**src/rv_pkg.sv**
```systemverilog
package rv_pkg;

  localparam int xlen = 32;

  // pc after reset unless the top level overrides it
  localparam logic [xlen-1:0] reset_pc_default = 32'h8000_0000;

  // kept rv32i major opcodes
  typedef enum logic [6:0] {
    op_imm   = 7'b001_0011,
    op_lui   = 7'b011_0111,
    op_auipc = 7'b001_0111,
    op_jal   = 7'b110_1111,
    op_jalr  = 7'b110_0111,
    op_load  = 7'b000_0011,
    op_store = 7'b010_0011
  } opcode_t;

  // load / store width
  localparam logic [2:0] f3_b  = 3'b000;
  localparam logic [2:0] f3_h  = 3'b001;
  localparam logic [2:0] f3_w  = 3'b010;
  localparam logic [2:0] f3_bu = 3'b100;
  localparam logic [2:0] f3_hu = 3'b101;

  typedef struct packed {
    logic [11:0] imm;
    logic [4:0]  rs1;
    logic [2:0]  funct3;
    logic [4:0]  rd;
    logic [6:0]  opcode;
  } inst_i_t;

  typedef struct packed {
    logic [6:0] imm_hi;
    logic [4:0] rs2;
    logic [4:0] rs1;
    logic [2:0] funct3;
    logic [4:0] imm_lo;
    logic [6:0] opcode;
  } inst_s_t;

  typedef struct packed {
    logic [19:0] imm;  // upper 20 bits, shifted by 12 on use
    logic [4:0]  rd;
    logic [6:0]  opcode;
  } inst_u_t;

  // j immediate is scrambled in the word
  typedef struct packed {
    logic       imm20;
    logic [9:0] imm10_1;
    logic       imm11;
    logic [7:0] imm19_12;
    logic [4:0] rd;
    logic [6:0] opcode;
  } inst_j_t;

  typedef union packed {
    inst_i_t i;
    inst_s_t s;
    inst_u_t u;
    inst_j_t j;
  } inst_u;

  typedef enum logic [1:0] {
    src_a_rs1,
    src_a_pc,
    src_a_zero
  } src_a_e;

  typedef enum logic [1:0] {
    wb_add,
    wb_link,
    wb_mem
  } wb_sel_e;

endpackage

```
**src/rv_ctrl_if.sv**
```systemverilog
interface rv_ctrl_if;
  import rv_pkg::*;

  logic [xlen-1:0] imm;     // sign-extended immediate
  src_a_e          src_a;
  wb_sel_e         wb_sel;
  logic            reg_wen;
  logic            mem_ren;
  logic            mem_wen;
  logic            jump;    // pc takes the adder sum
  logic [2:0]      funct3;  // load / store width

  // decoder side
  modport dec (
    output imm, src_a, wb_sel, reg_wen, mem_ren, mem_wen, jump, funct3
  );

  // execute, lsu and top level
  modport user (
    input imm, src_a, wb_sel, reg_wen, mem_ren, mem_wen, jump, funct3
  );

endinterface

```
**src/rv_core.sv**
```systemverilog
module rv_core #(
  parameter logic [rv_pkg::xlen-1:0] reset_pc = rv_pkg::reset_pc_default
) (
  input  logic                    clk,
  input  logic                    rst,
  input  logic [rv_pkg::xlen-1:0] inst,
  output logic [rv_pkg::xlen-1:0] pc,
  output logic [rv_pkg::xlen-1:0] mem_addr,
  output logic [rv_pkg::xlen-1:0] mem_wdata,
  output logic [3:0]              mem_wmask,
  output logic                    mem_ren,
  output logic                    mem_wen,
  input  logic [rv_pkg::xlen-1:0] mem_rdata
);
  import rv_pkg::*;

  logic [xlen-1:0] rs1_data;
  logic [xlen-1:0] rs2_data;
  logic [xlen-1:0] pc_plus4;
  logic [xlen-1:0] sum;        // alu result, address and target
  logic [xlen-1:0] wb_data;
  logic [xlen-1:0] load_data;

  rv_ctrl_if ctrl_if ();

  rv_decoder i_decoder (
    .inst (inst),
    .rst  (rst),
    .ctrl (ctrl_if.dec)
  );

  rv_regfile i_regfile (
    .clk      (clk),
    .wen      (ctrl_if.reg_wen),
    .waddr    (inst[11:7]),
    .rs1_addr (inst[19:15]),
    .rs2_addr (inst[24:20]),
    .wdata    (wb_data),
    .rs1_data (rs1_data),
    .rs2_data (rs2_data)
  );

  rv_pc #(
    .reset_pc (reset_pc)
  ) i_pc (
    .clk      (clk),
    .rst      (rst),
    .jump     (ctrl_if.jump),
    .target   (sum),
    .pc       (pc),
    .pc_plus4 (pc_plus4)
  );

  rv_exec i_exec (
    .ctrl      (ctrl_if.user),
    .rs1_data  (rs1_data),
    .pc        (pc),
    .pc_plus4  (pc_plus4),
    .load_data (load_data),
    .sum       (sum),
    .wb_data   (wb_data)
  );

  rv_lsu i_lsu (
    .ctrl      (ctrl_if.user),
    .addr      (sum),
    .rs2_data  (rs2_data),
    .mem_rdata (mem_rdata),
    .load_data (load_data),
    .mem_wdata (mem_wdata),
    .mem_wmask (mem_wmask)
  );

  // memory strobes straight from decode
  assign mem_addr = sum;
  assign mem_ren  = ctrl_if.mem_ren;
  assign mem_wen  = ctrl_if.mem_wen;

endmodule

```
**src/rv_decoder.sv**
```systemverilog
module rv_decoder (
  input  rv_pkg::inst_u inst,
  input  logic          rst,
  rv_ctrl_if.dec        ctrl
);
  import rv_pkg::*;

  logic [xlen-1:0] imm_i;
  logic [xlen-1:0] imm_s;
  logic [xlen-1:0] imm_u;
  logic [xlen-1:0] imm_j;

  // all forms sign-extend from bit 31
  assign imm_i = {{20{inst.i.imm[11]}}, inst.i.imm};
  assign imm_s = {{20{inst.s.imm_hi[6]}}, inst.s.imm_hi, inst.s.imm_lo};
  assign imm_u = {inst.u.imm, 12'h000};
  assign imm_j = {{11{inst.j.imm20}}, inst.j.imm20, inst.j.imm19_12,
                  inst.j.imm11, inst.j.imm10_1, 1'b0};

  assign ctrl.funct3 = inst.i.funct3;

  always_comb begin
    ctrl.imm     = '0;
    ctrl.src_a   = src_a_rs1;
    ctrl.wb_sel  = wb_add;
    ctrl.reg_wen = 1'b0;
    ctrl.mem_ren = 1'b0;
    ctrl.mem_wen = 1'b0;
    ctrl.jump    = 1'b0;
    case (inst.i.opcode)
      op_imm: begin  // every funct3 handled as addi
        ctrl.imm     = imm_i;
        ctrl.reg_wen = 1'b1;
      end
      op_lui: begin
        ctrl.imm     = imm_u;
        ctrl.src_a   = src_a_zero;
        ctrl.reg_wen = 1'b1;
      end
      op_auipc: begin
        ctrl.imm     = imm_u;
        ctrl.src_a   = src_a_pc;
        ctrl.reg_wen = 1'b1;
      end
      op_jal: begin
        ctrl.imm     = imm_j;
        ctrl.src_a   = src_a_pc;
        ctrl.wb_sel  = wb_link;
        ctrl.reg_wen = 1'b1;
        ctrl.jump    = 1'b1;
      end
      op_jalr: begin  // bit 0 of the target kept
        ctrl.imm     = imm_i;
        ctrl.wb_sel  = wb_link;
        ctrl.reg_wen = 1'b1;
        ctrl.jump    = 1'b1;
      end
      op_load: begin
        ctrl.imm     = imm_i;
        ctrl.wb_sel  = wb_mem;
        ctrl.reg_wen = 1'b1;
        ctrl.mem_ren = 1'b1;
      end
      op_store: begin
        ctrl.imm     = imm_s;
        ctrl.mem_wen = 1'b1;
      end
      default: ;  // unknown opcode, nothing fires
    endcase
    // no side effects while in reset
    if (rst) begin
      ctrl.reg_wen = 1'b0;
      ctrl.mem_ren = 1'b0;
      ctrl.mem_wen = 1'b0;
    end
  end

endmodule

```
**src/rv_exec.sv**
```systemverilog
module rv_exec (
  rv_ctrl_if.user                 ctrl,
  input  logic [rv_pkg::xlen-1:0] rs1_data,
  input  logic [rv_pkg::xlen-1:0] pc,
  input  logic [rv_pkg::xlen-1:0] pc_plus4,
  input  logic [rv_pkg::xlen-1:0] load_data,
  output logic [rv_pkg::xlen-1:0] sum,
  output logic [rv_pkg::xlen-1:0] wb_data
);
  import rv_pkg::*;

  logic [xlen-1:0] op_a;

  always_comb begin
    case (ctrl.src_a)
      src_a_pc:   op_a = pc;  // auipc, jal
      src_a_zero: op_a = '0;  // lui
      default:    op_a = rs1_data;
    endcase
  end

  // one adder for result, address and jump target
  assign sum = op_a + ctrl.imm;

  always_comb begin
    case (ctrl.wb_sel)
      wb_link: wb_data = pc_plus4;  // jal / jalr return address
      wb_mem:  wb_data = load_data;
      default: wb_data = sum;
    endcase
  end

endmodule

```
**src/rv_lsu.sv**
```systemverilog
module rv_lsu (
  rv_ctrl_if.user                 ctrl,
  input  logic [rv_pkg::xlen-1:0] addr,
  input  logic [rv_pkg::xlen-1:0] rs2_data,
  input  logic [rv_pkg::xlen-1:0] mem_rdata,
  output logic [rv_pkg::xlen-1:0] load_data,
  output logic [rv_pkg::xlen-1:0] mem_wdata,
  output logic [3:0]              mem_wmask
);
  import rv_pkg::*;

  logic [7:0]  byte_lane;
  logic [15:0] half_lane;
  logic        half_ok;  // halfword aligned
  logic        word_ok;  // word aligned

  assign byte_lane = mem_rdata[{addr[1:0], 3'b000} +: 8];
  assign half_lane = mem_rdata[{addr[1], 4'b0000} +: 16];
  assign half_ok   = ~addr[0];
  assign word_ok   = (addr[1:0] == 2'b00);

  // load extract and extend, misaligned gives zero
  always_comb begin
    load_data = '0;
    case (ctrl.funct3)
      f3_b:  load_data = {{24{byte_lane[7]}}, byte_lane};
      f3_bu: load_data = {24'h00_0000, byte_lane};
      f3_h: begin
        if (half_ok) begin
          load_data = {{16{half_lane[15]}}, half_lane};
        end
      end
      f3_hu: begin
        if (half_ok) begin
          load_data = {16'h0000, half_lane};
        end
      end
      f3_w: begin
        if (word_ok) begin
          load_data = mem_rdata;
        end
      end
      default: ;
    endcase
  end

  // replicate so the addressed lanes always carry the data
  always_comb begin
    case (ctrl.funct3)
      f3_b:    mem_wdata = {4{rs2_data[7:0]}};
      f3_h:    mem_wdata = {2{rs2_data[15:0]}};
      default: mem_wdata = rs2_data;
    endcase
  end

  always_comb begin
    mem_wmask = 4'b0000;
    if (ctrl.mem_wen) begin
      case (ctrl.funct3)
        f3_b: mem_wmask = 4'b0001 << addr[1:0];
        f3_h: begin
          if (half_ok) begin
            mem_wmask = addr[1] ? 4'b1100 : 4'b0011;
          end
        end
        f3_w: begin
          if (word_ok) begin
            mem_wmask = 4'b1111;
          end
        end
        default: ;  // unknown store width, no lanes
      endcase
    end
  end

endmodule

```
**src/rv_pc.sv**
```systemverilog
module rv_pc #(
  parameter logic [rv_pkg::xlen-1:0] reset_pc = rv_pkg::reset_pc_default
) (
  input  logic                    clk,
  input  logic                    rst,
  input  logic                    jump,
  input  logic [rv_pkg::xlen-1:0] target,
  output logic [rv_pkg::xlen-1:0] pc,
  output logic [rv_pkg::xlen-1:0] pc_plus4
);

  assign pc_plus4 = pc + 32'd4;  // static next pc

  always_ff @(posedge clk) begin
    if (rst) begin
      pc <= reset_pc;
    end else if (jump) begin
      pc <= target;
    end else begin
      pc <= pc_plus4;
    end
  end

endmodule

```
**src/rv_regfile.sv**
```systemverilog
module rv_regfile (
  input  logic                    clk,
  input  logic                    wen,
  input  logic [4:0]              waddr,
  input  logic [4:0]              rs1_addr,
  input  logic [4:0]              rs2_addr,
  input  logic [rv_pkg::xlen-1:0] wdata,
  output logic [rv_pkg::xlen-1:0] rs1_data,
  output logic [rv_pkg::xlen-1:0] rs2_data
);
  import rv_pkg::*;

  logic [xlen-1:0] regs [32];

  always_ff @(posedge clk) begin
    if (wen && waddr != 5'd0) begin  // x0 stays unwritten
      regs[waddr] <= wdata;
    end
  end

  // x0 is hardwired to zero on the read side
  assign rs1_data = (rs1_addr == 5'd0) ? '0 : regs[rs1_addr];
  assign rs2_data = (rs2_addr == 5'd0) ? '0 : regs[rs2_addr];

endmodule

```
**config.mk**
```make
export PLATFORM = sky130hd
export DESIGN_NAME = rv_core
export DESIGN_NICKNAME = d
export VERILOG_FILES = /design/src/rv_pkg.sv /design/src/rv_ctrl_if.sv /design/src/rv_core.sv /design/src/rv_decoder.sv /design/src/rv_exec.sv /design/src/rv_lsu.sv /design/src/rv_pc.sv /design/src/rv_regfile.sv
export SDC_FILE = /design/constraint.sdc
export NUM_CORES = 1
export LEC_CHECK = 0
export CAP_MARGIN = 20
export CORE_UTILIZATION = 25
export CTS_BUF_LIST = sky130_fd_sc_hd__clkbuf_2
export DETAILED_ROUTE_END_ITERATION = 10
export DONT_BUFFER_PORTS = 1
export MAX_ROUTING_LAYER = met4
export PLACE_DENSITY = 0.37
export REMOVE_ABC_BUFFERS = 1
export SLEW_MARGIN = 20
export SYNTH_ARGS = -nofsm -noshare
export SYNTH_HDL_FRONTEND = slang
export SYNTH_SLANG_ARGS = --single-unit
export TNS_END_PERCENT = 1
```
**constraint.sdc**
```tcl
create_clock -name clk -period 13.1 [get_ports clk]
set_input_delay 1.31 -clock clk [delete_from_list [all_inputs] [get_ports clk]]
set_output_delay 1.31 -clock clk [all_outputs]
set_load 0.005 [all_outputs]
```
Yosys cells after proc, flatten, opt, wreduce, memory -nomap -nowiden --
Memories as Yosys holds them, arrays and structs flattened. Cells that the tools add are included.
Word-level totals: register bits 32, bits in latches 0, bits in writable memories 1024, bits in read-only memories 0, bits of input ports 66, output and inout bits 102, word-level logic and storage cells 60, memories kept 1
Operators by class: add/sub/neg operators 2, multiply operators 0, divide/modulo/power cells 0, $lt $le $gt $ge 0, eq/ne operators 15, shift-type cells 3, muxes and demuxes 27, bitwise gates (word level) 0, reductions and logical operators 11
Memory list:
- i_regfile.regs | depth 32, width 32, rd ports 2, clocked after Yosys merged registers in 0, write ports 1, line rv_regfile.sv:13 | logic [xlen-1:0] regs [32];
Operator list (number):
- $pmux 32 s2 | 3
- $mux 32 | 5
- $pmux 32 s5 | 1
- $pmux 32 s4 | 1
- $add 32x3->32 const B | 1
- $add 32x32->32 | 1
- $shiftx 32x6->16 | 1
- $shiftx 32x6->8 | 1
- $mux 16 | 1
- $mux 4 | 4
- $eq 7x5->1 const B | 2
- $eq 7x6->1 const B | 2
- $eq 7x7->1 const B | 2
- $pmux 4 s3 | 1
- $logic_not 5->1 | 2
- $mux 1 | 9
- $pmux 2 s2 | 2
- $eq 7x2->1 const B | 1
- $eq 3x3->1 const B | 2
- $reduce_or 2->1 | 3
- $reduce_or 6->1 | 1
- $reduce_bool 5->1 | 1
- $eq 2x1->1 const B | 2
- $eq 2x2->1 const B | 2
- other kinds (7) | 7

Longest topological paths before layout --
Gate-level depths: netlist (run 1).
depth after elaboration 10, depth in mapped cells 23, mapped depth without buffers 17

Modules after synthesis --
Synthesis (run 1) repeated with hierarchy kept, for this count alone.
Unflattened totals: cells, all modules 3504, area, all modules 54564.8 um2
Modules (own cells, without submodules):
- rv_regfile | times used 1, cells an instance 2564, area an instance 47929.7 um2, seq. area each 30749.5 um2
- rv_exec | times used 1, cells an instance 435, area an instance 2841.5 um2, seq. area each 0.0 um2
- rv_pc | times used 1, cells an instance 241, area an instance 1994.4 um2, seq. area each 640.6 um2
- rv_lsu | times used 1, cells an instance 178, area an instance 1288.7 um2, seq. area each 0.0 um2
- rv_decoder | times used 1, cells an instance 86, area an instance 510.5 um2, seq. area each 0.0 um2

Worst setup path before layout (run 1) --
Ideal clock, no wire load.
kind input to register, start input port inst[15] (netlist bit), end memory i_regfile.regs[0][9] (data pin), library setup time 0.454 ns, arrival time 6.649 ns, required time 12.646 ns, slack 5.997 ns, cell stages on the path 18, buffers on the path 6, cell sequence buf_4 -> buf_2 -> buf_2 -> buf_2 -> mux4_2 -> a211oi_1 -> a22oi_1 -> a22o_1 -> ha_1 -> inv_1 -> fa_1 -> clkbuf_1 -> nor3_1 -> clkbuf_1 -> a22oi_1 -> a21oi_1 -> a21oi_1 -> o21ai_0
Between the ends: longest elaborated chain between the ends 8, elaborated cells between the ends (all ways) 13, those cells by class 1 x add/sub; 2 x shift; 7 x mux; 2 x reduce/logical; 1 x memory
RTL lines:
- start, declared | line rv_core.sv:6 | input logic [rv_pkg::xlen-1:0] inst,
- $mem_v2 32x32 or $logic_not 5->1 (tied branches)
- $mux 32 * | line rv_regfile.sv:22 | assign rs1_data = (rs1_addr == 5'd0) ? '0 : regs[rs1_addr];
- $pmux 32 s2 * | line rv_exec.sv:15 | case (ctrl.src_a)
- $add 32x32->32 * | line rv_exec.sv:23 | assign sum = op_a + ctrl.imm;
- $shiftx 32x6->16 or $logic_not 2->1 (tied branches) | line rv_lsu.sv:18, rv_lsu.sv:20
- $mux 16, or another cell as far along | line rv_lsu.sv:34 | if (half_ok) begin
- $pmux 32 s5 | line rv_lsu.sv:25 | case (ctrl.funct3)
- $pmux 32 s2 * | line rv_exec.sv:26 | case (ctrl.wb_sel)
- via i_exec.wb_data, one bit | line rv_exec.sv:8 | output logic [rv_pkg::xlen-1:0] wb_data
- end, declared | line rv_regfile.sv:13
The timed path passes the listed nets; every way through them passes the cells marked *.

Worst setup path in the final report (run 1) --
start input port inst[16] (netlist bit), end output port mem_addr[27] (netlist bit)
Between the ends: longest elaborated chain between the ends 4, elaborated cells between the ends (all ways) 6, those cells by class 1 x add/sub; 3 x mux; 1 x reduce/logical; 1 x memory
RTL lines:
- $mem_v2 32x32 or $logic_not 5->1 (tied branches)
- $mux 32 | line rv_regfile.sv:22
- $pmux 32 s2 | line rv_exec.sv:15
- $add 32x32->32 * | line rv_exec.sv:23
- end, declared | line rv_core.sv:8 | output logic [rv_pkg::xlen-1:0] mem_addr,
Mark *: on every way between the ends. The rest lies on a longest branch, timed or not.

==> results of run 1 <==
==> power by group through the flow <==
| stage | Combinational [mW] | Clock, mW | Sequential, mW |
|---|---|---|---|
| 2_1_floorplan | 0.467 | 0 | 3.93 |
| 3_3_place_gp | 0.778 | 0 | 3.93 |
| 4_1_cts | 0.803 | 2.55 | 3.85 |
| 6_report | 0.804 | 2.44 | 3.85 |
| 3_5_place_dp | 0.796 | 0 | 3.93 |
| 5_1_grt | 0.849 | 2.72 | 3.85 |
==> cell usage in the layout, fill, tap and decap left out, types with 27 or more instances in the layout <==
master | Yosys | layout
buf_4 | 20 | 91
nand2_1 | 144 | 143
mux2_2 | 73 | 73
ha_1 | 35 | 34
mux2i_1 | 144 | 144
conb_1 | 1 | 32
a211oi_1 | 50 | 50
inv_1 | 33 | 33
dfxtp_1 | 32 | 32
a21o_1 | 41 | 41
nand3_1 | 31 | 31
nor2_1 | 125 | 92
o21ai_0 | 96 | 81
nor2_4 | 0 | 32
xnor2_1 | 33 | 33
a21oi_1 | 128 | 112
clkinv_1 | 0 | 69
clkbuf_2 | 0 | 455
mux4_2 | 519 | 519
a22oi_1 | 35 | 35
o22ai_1 | 27 | 27
a22o_1 | 30 | 30
edfxtp_1 | 1024 | 1024
diode_2 | 0 | 32
nor3_1 | 28 | 27
==> per-layer routing <==
metal | vias to the layer above | global-route usage, %
li1 | 13643 | -
met4 | 0 | 11.3
met1 | 17923 | 23.9
met3 | 502 | 4.10
met5 | - | -
met2 | 1360 | 36.9
==> worst max-delay path: stages <==
cell      delay, ns
or3_2          1.12
buf_4          0.42
o31a_2         0.34
buf_4          0.29
a22o_1         0.26
ha_1           0.34
a21oi_1        0.11
a211oi_1       0.63
o211ai_1       0.23
a311oi_1       0.77
a31oi_1        0.27
xor2_1         0.75
inv_1          0.14
==> area by class of cell <==
cell class	instances	area, um^2	share of cell area (%)
Timing Repair Buffer	98	781	1.31
Antenna cell	32	80.1	0.135
Clock inverter	85	359	0.604
Inverter	33	124	0.208
Sequential cell	1056	31400	52.8
Multi-Input combinational cell	1813	20900	35.2
Clock buffer	455	2280	3.83
Tap cell	2805	3510	5.90
==> path summary, 6_finish.rpt <==
kind | startpoint | endpoint | slack, ns | cells after the start
min | inst[6] | i_pc.pc[6] | 0.29 | 4
max reg2reg | i_regfile.regs[15][1] | i_regfile.regs[3][27] | 7.26 | 14
min reg2reg | i_pc.pc[2] | i_pc.pc[2] | 0.78 | 1
max | inst[16] | mem_addr[27] | 4.35 | 13
==> cells by family (layout without fill, tap and decap cells) <==
kind of cell	after synthesis	count (layout)	synth area share, %
AOI/OAI and AO/OA	536	536	6.73
DFF	1056	1056	59.3
xor gates and xnor gates	55	55	0.910
buffers and inverters	276	671	2.31
and+or+nand+nor	418	418	3.56
adders and majority gates	36	36	0.865
muxes	736	736	26.3
other	1	64	0.00708
==> state kept, by name, summed over array words and instances, names as in the netlist <==
register	count
i_pc.pc	32
i_regfile.regs	1024
==> flow_summary.ini, run 1 <==
[placement]
pre_cts_ws_ns = 4.60
gp_congestion = 0.930
placed_area_um2 = 56600
hpwl_mm = 128
dp_cells = 5798
io_buffers = 0

[die]
dieHeight_um = 462
die_x_um = 462
coreArea_um2 = 210000
io_pins = 168
initial_core_util_pct = 25.2
rows = 168
die-area_um2 = 214000

[pwr]
p_switching_mw = 2.00
pwr-share-comb_pct = 11.3
ir_worst_vdd_v = 0.0000627
power.share.clock_pct = 34.4
p_seq_share_pct = 54.2
power_mw = 7.10
pwr_density_cell_nw_per_um2 = 119
switching_share_pct = 28.2
power.leakage_nw = 19.3
internal_power_mw = 5.10

[worst_setup_path]
required_ns = 11.79
path_class = in2out
end_kind = output pin
startpoint_type = input port
crit_arrival_ns = 7.44
cp_max_fo = 230

[synthesis]
synth_seq_area_share_pct = 59.3
synthArstFlopShare_pct = 0
ys_top_cells_by_count = 1024 x edfxtp_1, 519 x mux4_2, 144 x mux2i_1, 144 x nand2_1, 128 x a21oi_1
synthesis.area_um2 = 53000
synth_top_cell_by_area = edfxtp_1
syn_inst = 3114
synth_top_area_share_pct = 58.1
synth_edf_count = 1024
ys_warn_count = 0
yosysMostFrequentCell = edfxtp_1
ys_seq_elements = 1056
synth_cell_types = 63
synth.area.top_cells = edfxtp_1 58%, mux4_2 22%, mux2i_1 2.7%, mux2_2 1.6%, a21oi_1 1.2%
ys.flop_type = edfxtp_1
avgSynthCellArea_um2 = 17.0

[drt]
drcViolationCount = 0
wl_met1_mm = 84.0
vias = 33428
vias_per_cell = 5.24
drtIter0Drc = 2819
wl_per_cell_um = 35.2
drtPass1Iterations = 5
met3WireLength_mm = 11.9
wl_mm = 225
final_antenna_net_count = 0
wl_met2_mm = 116
topRoutingLayerUsed = met4

[clock_network]
clk_latency_ns = 1.78
ctsRootBufferMaster = clkbuf_2
h-tree-depth = 5
cts.sinks = 1056
ctsHoldBuffers = 6
path_clk_slew_ns = 0.10
post_cts_buffers = 0
cts_buffer_depth = 4
cts_tree = done
cts_resized = 0
cts_buffers = 322

[layout]
final_cells = 6377
final_cell_area_um2 = 59400
utilization_pct = 28.3
nFillCells = 21120
nets = 3426
syn_to_final_growth_pct = 12.2
drive_gt1_share_pct = 34.9

[sta]
fin_crit_sh_pct = 66.8
fin_skew_ns = 0.168
fmax_mhz = 114
slew_viol_final = 43
setup_ws_ns = 4.35
worstMarginPinSlew_ns = 1.56
period_needed_ns = 8.75
hold_violations = 0
whs_ns = 0.292
finalSetupTns_ns = 0
grt_setup_unrepaired = false
setup_viol = 0
slew-limit-headroom_pct = -3.72

[outcome]
status = finished with violations
violations = slew limit

[grt]
grtUsageTotal_pct = 21.6
grt_max_degree = 315
grt_pass1_vias = 35166
grt_pass1_wl_mm = 303
gr-total-overflow = 0
antenna_found_initial = 24

[hold_path]
hp-class = in2reg

[flow_run]
cap_violations = 0
Power figures use the tool's default switching activity.
==> inputs of run 2 (changes only) <==
- PLACE_DENSITY: 0.37 -> 0.39
- clock period: 13.1 -> 7.4 ns (I/O delays scaled with it)
==> run 2 against run 1 <==
  * The run still ends with slew limit left
  * Combinational power grew 89%
  * Critical path depth grew 4
  * Sequential share of layout area shrank 1.1 points
  * Routed wire length shrank 1.3%
  * Utilization grew 0.61 points
  * Register-to-register slack lost 6.1 ns
  * Clock skew grew 0.031 ns
  * Setup slack lost 4.1 ns
  * Sequential cell count is the same
  * Highest routed layer unchanged
==> flow_summary.ini, run 2 (synthesized netlist as in run 1, its figures left out) <==
[layout]
final_cells = 6467
top_register = i_regfile.regs
layout_commonest_cell = edfxtp_1
largest_reg_flops = 1024
largestRegisters = i_regfile.regs: 1024 flops, i_pc.pc: 32 flops
syn_to_final_growth_pct = 14.7
nets = 3561
drive_gt1_share_pct = 34.7
final_cell_mix = 1024 x edfxtp_1, 519 x mux4_2, 435 x clkbuf_2

[sta]
whs_ns = 0.167
period_needed_ns = 7.10
slew_viol_final = 44
worstMarginPinSlew_ns = 1.61
fin_crit_sh_pct = 96.0
setup_viol = 0
fmax_mhz = 141
fin_skew_ns = 0.199
hold_violations = 0
slew-limit-headroom_pct = -7.41
finalSetupTns_ns = 0
setup_ws_ns = 0.296
grt_setup_unrepaired = true

[placement]
hpwl_mm = 127
dp_cells = 5842
pre_cts_ws_ns = 0.655
gp_congestion = 0.887
io_buffers = 0

[worst_setup_path]
end_kind = output pin
cpPeakStageDelay_ns = 0.58
startpoint_type = input port
path_class = in2out
path_common_cell = dlygate4sd3_1
reg2reg_from = i_regfile.regs[4][0]
r2r-end = i_regfile.regs[21][8]
slowest_stage = dlygate4sd3_1
required_ns = 6.66
crit_arrival_ns = 6.36
crit_chain = dlygate4sd3_1 > and3_2 > dlygate4sd3_1 > buf_6 > inv_1 > nand2_1 > a22o_1 > dlygate4sd3_1 > ha_1 > nand2_1 > a211oi_2 > nor2_1 > o21ai_0 > a21boi_0 > xnor2_1 > dlygate4sd3_1 > buf_4
crit_path_start = inst[6]
rrSetupSlack_ns = 1.21
r2r_cells = 17
cp_max_fo = 50

[grt]
grt_pass1_vias = 34854
grt_max_degree = 315
grtUsageTotal_pct = 21.3
grt_pass1_wl_mm = 300
gr-total-overflow = 0
antenna_found_initial = 12

[clock_network]
cts_buffers = 304
cts_tree = done
h-tree-depth = 5
post_cts_buffers = 0
ctsRootBufferMaster = clkbuf_2
cts_buffer_depth = 4
cts.sinks = 1056
clk_latency_ns = 1.89
path_clk_slew_ns = 0.10

[hold_path]
worstHoldStart = inst[19]
hold_depth = 6
hold_path_end = i_pc.pc[26]
hp-class = in2reg

[die]
coreArea_um2 = 210000
die-area_um2 = 214000
dieHeight_um = 462
io_pins = 168
rows = 168
initial_core_util_pct = 25.2
die_x_um = 462

[pwr]
power_mw = 12.5
power.leakage_nw = 19.9
pwr_density_cell_nw_per_um2 = 206
ir_worst_vdd_v = 0.000133

[drt]
wl_mm = 222
drtPass1Iterations = 5
vias_per_cell = 5.24
drtIter0Drc = 3205
wl_per_cell_um = 34.3
vias = 33913
drcViolationCount = 0
final_antenna_net_count = 0

[outcome]
violations = slew limit
status = finished with violations

[flow_run]
cap_violations = 0
## run 2: cell count changes in the layout (fill, tap and decap cells not counted), moves of 6 or more
cell / before / now
buf_4: 91 / 126
dlygate4sd3_1: 5 / 114
clkinv_2: 11 / 1
clkbuf_2: 455 / 435
a21oi_2: 12 / 18
o21ai_2: 3 / 15
o21ai_4: 6 / 0
clkinv_1: 69 / 47
diode_2: 32 / 21
buf_12: 1 / 9
## run 2: what timing repair did
action | in CTS | in global routing
gates resized for setup | 3 | 9
endpoints found under the setup margin | 5 | 13
hold endpoints to repair | 1845 | 0
hold buffers | 116 | 0
## run 2: report_power, final
group,switching (mW),internal (mW)
sequential,0.0237,6.79
combinational,0.895,0.621
clock,2.59,1.58
total,3.51,8.99
## run 2: critical path: cells and delay by family
kind                     cells  cell delay [ns]
buffers and inverters        7             3.20
adder cells (fa/ha/maj)      1             0.37
AND/OR/NAND/NOR              4             0.63
XOR/XNOR                     1             0.18
AO/OA/AOI/OAI                4             1.18
## run 2: worst max-delay path by stage
stage,endpoint,slack [ns],depth (start not counted)
2_1_floorplan,i_regfile.regs[0][0],-0.43,16
3_3_place_gp,i_regfile.regs[28][24],0.71,14
3_5_place_dp,i_regfile.regs[28][24],0.66,14
4_1_cts,mem_addr[27],-0.05,14
5_1_grt,mem_addr[22],-0.05,14
6_report,mem_addr[13],0.30,17
## run 2: metrics by stage
step | cell area [um^2] | util [%]
floorplan | 52000 | -
global placement | 56900 | 27.1
detailed placement | 57000 | 27.2
CTS | 60600 | 28.9
global route | 60700 | 28.9
finish | 60700 | 28.9
## run 2: area by class of cell
class | count | area (um^2)
clock inverter | 53 | 226
fill | 21146 | 149000
antenna | 21 | 52.6
timing repair buffer | 251 | 2310
multi-input combinational | 1813 | 20900
clock buffer | 435 | 2180
sequential | 1056 | 31400
inverter | 33 | 124
tap | 2805 | 3510
## run 2: layer usage
metal	part of all wire [%]	vias to the layer above	routed length (um)	track usage (%)
met5	0	-	0	-
met4	4.3	0	9490	9.02
met3	5.6	396	12300	3.55
met2	50	1280	111000	35.4
met1	40	18366	88800	25.6
li1	-	13871	-	-
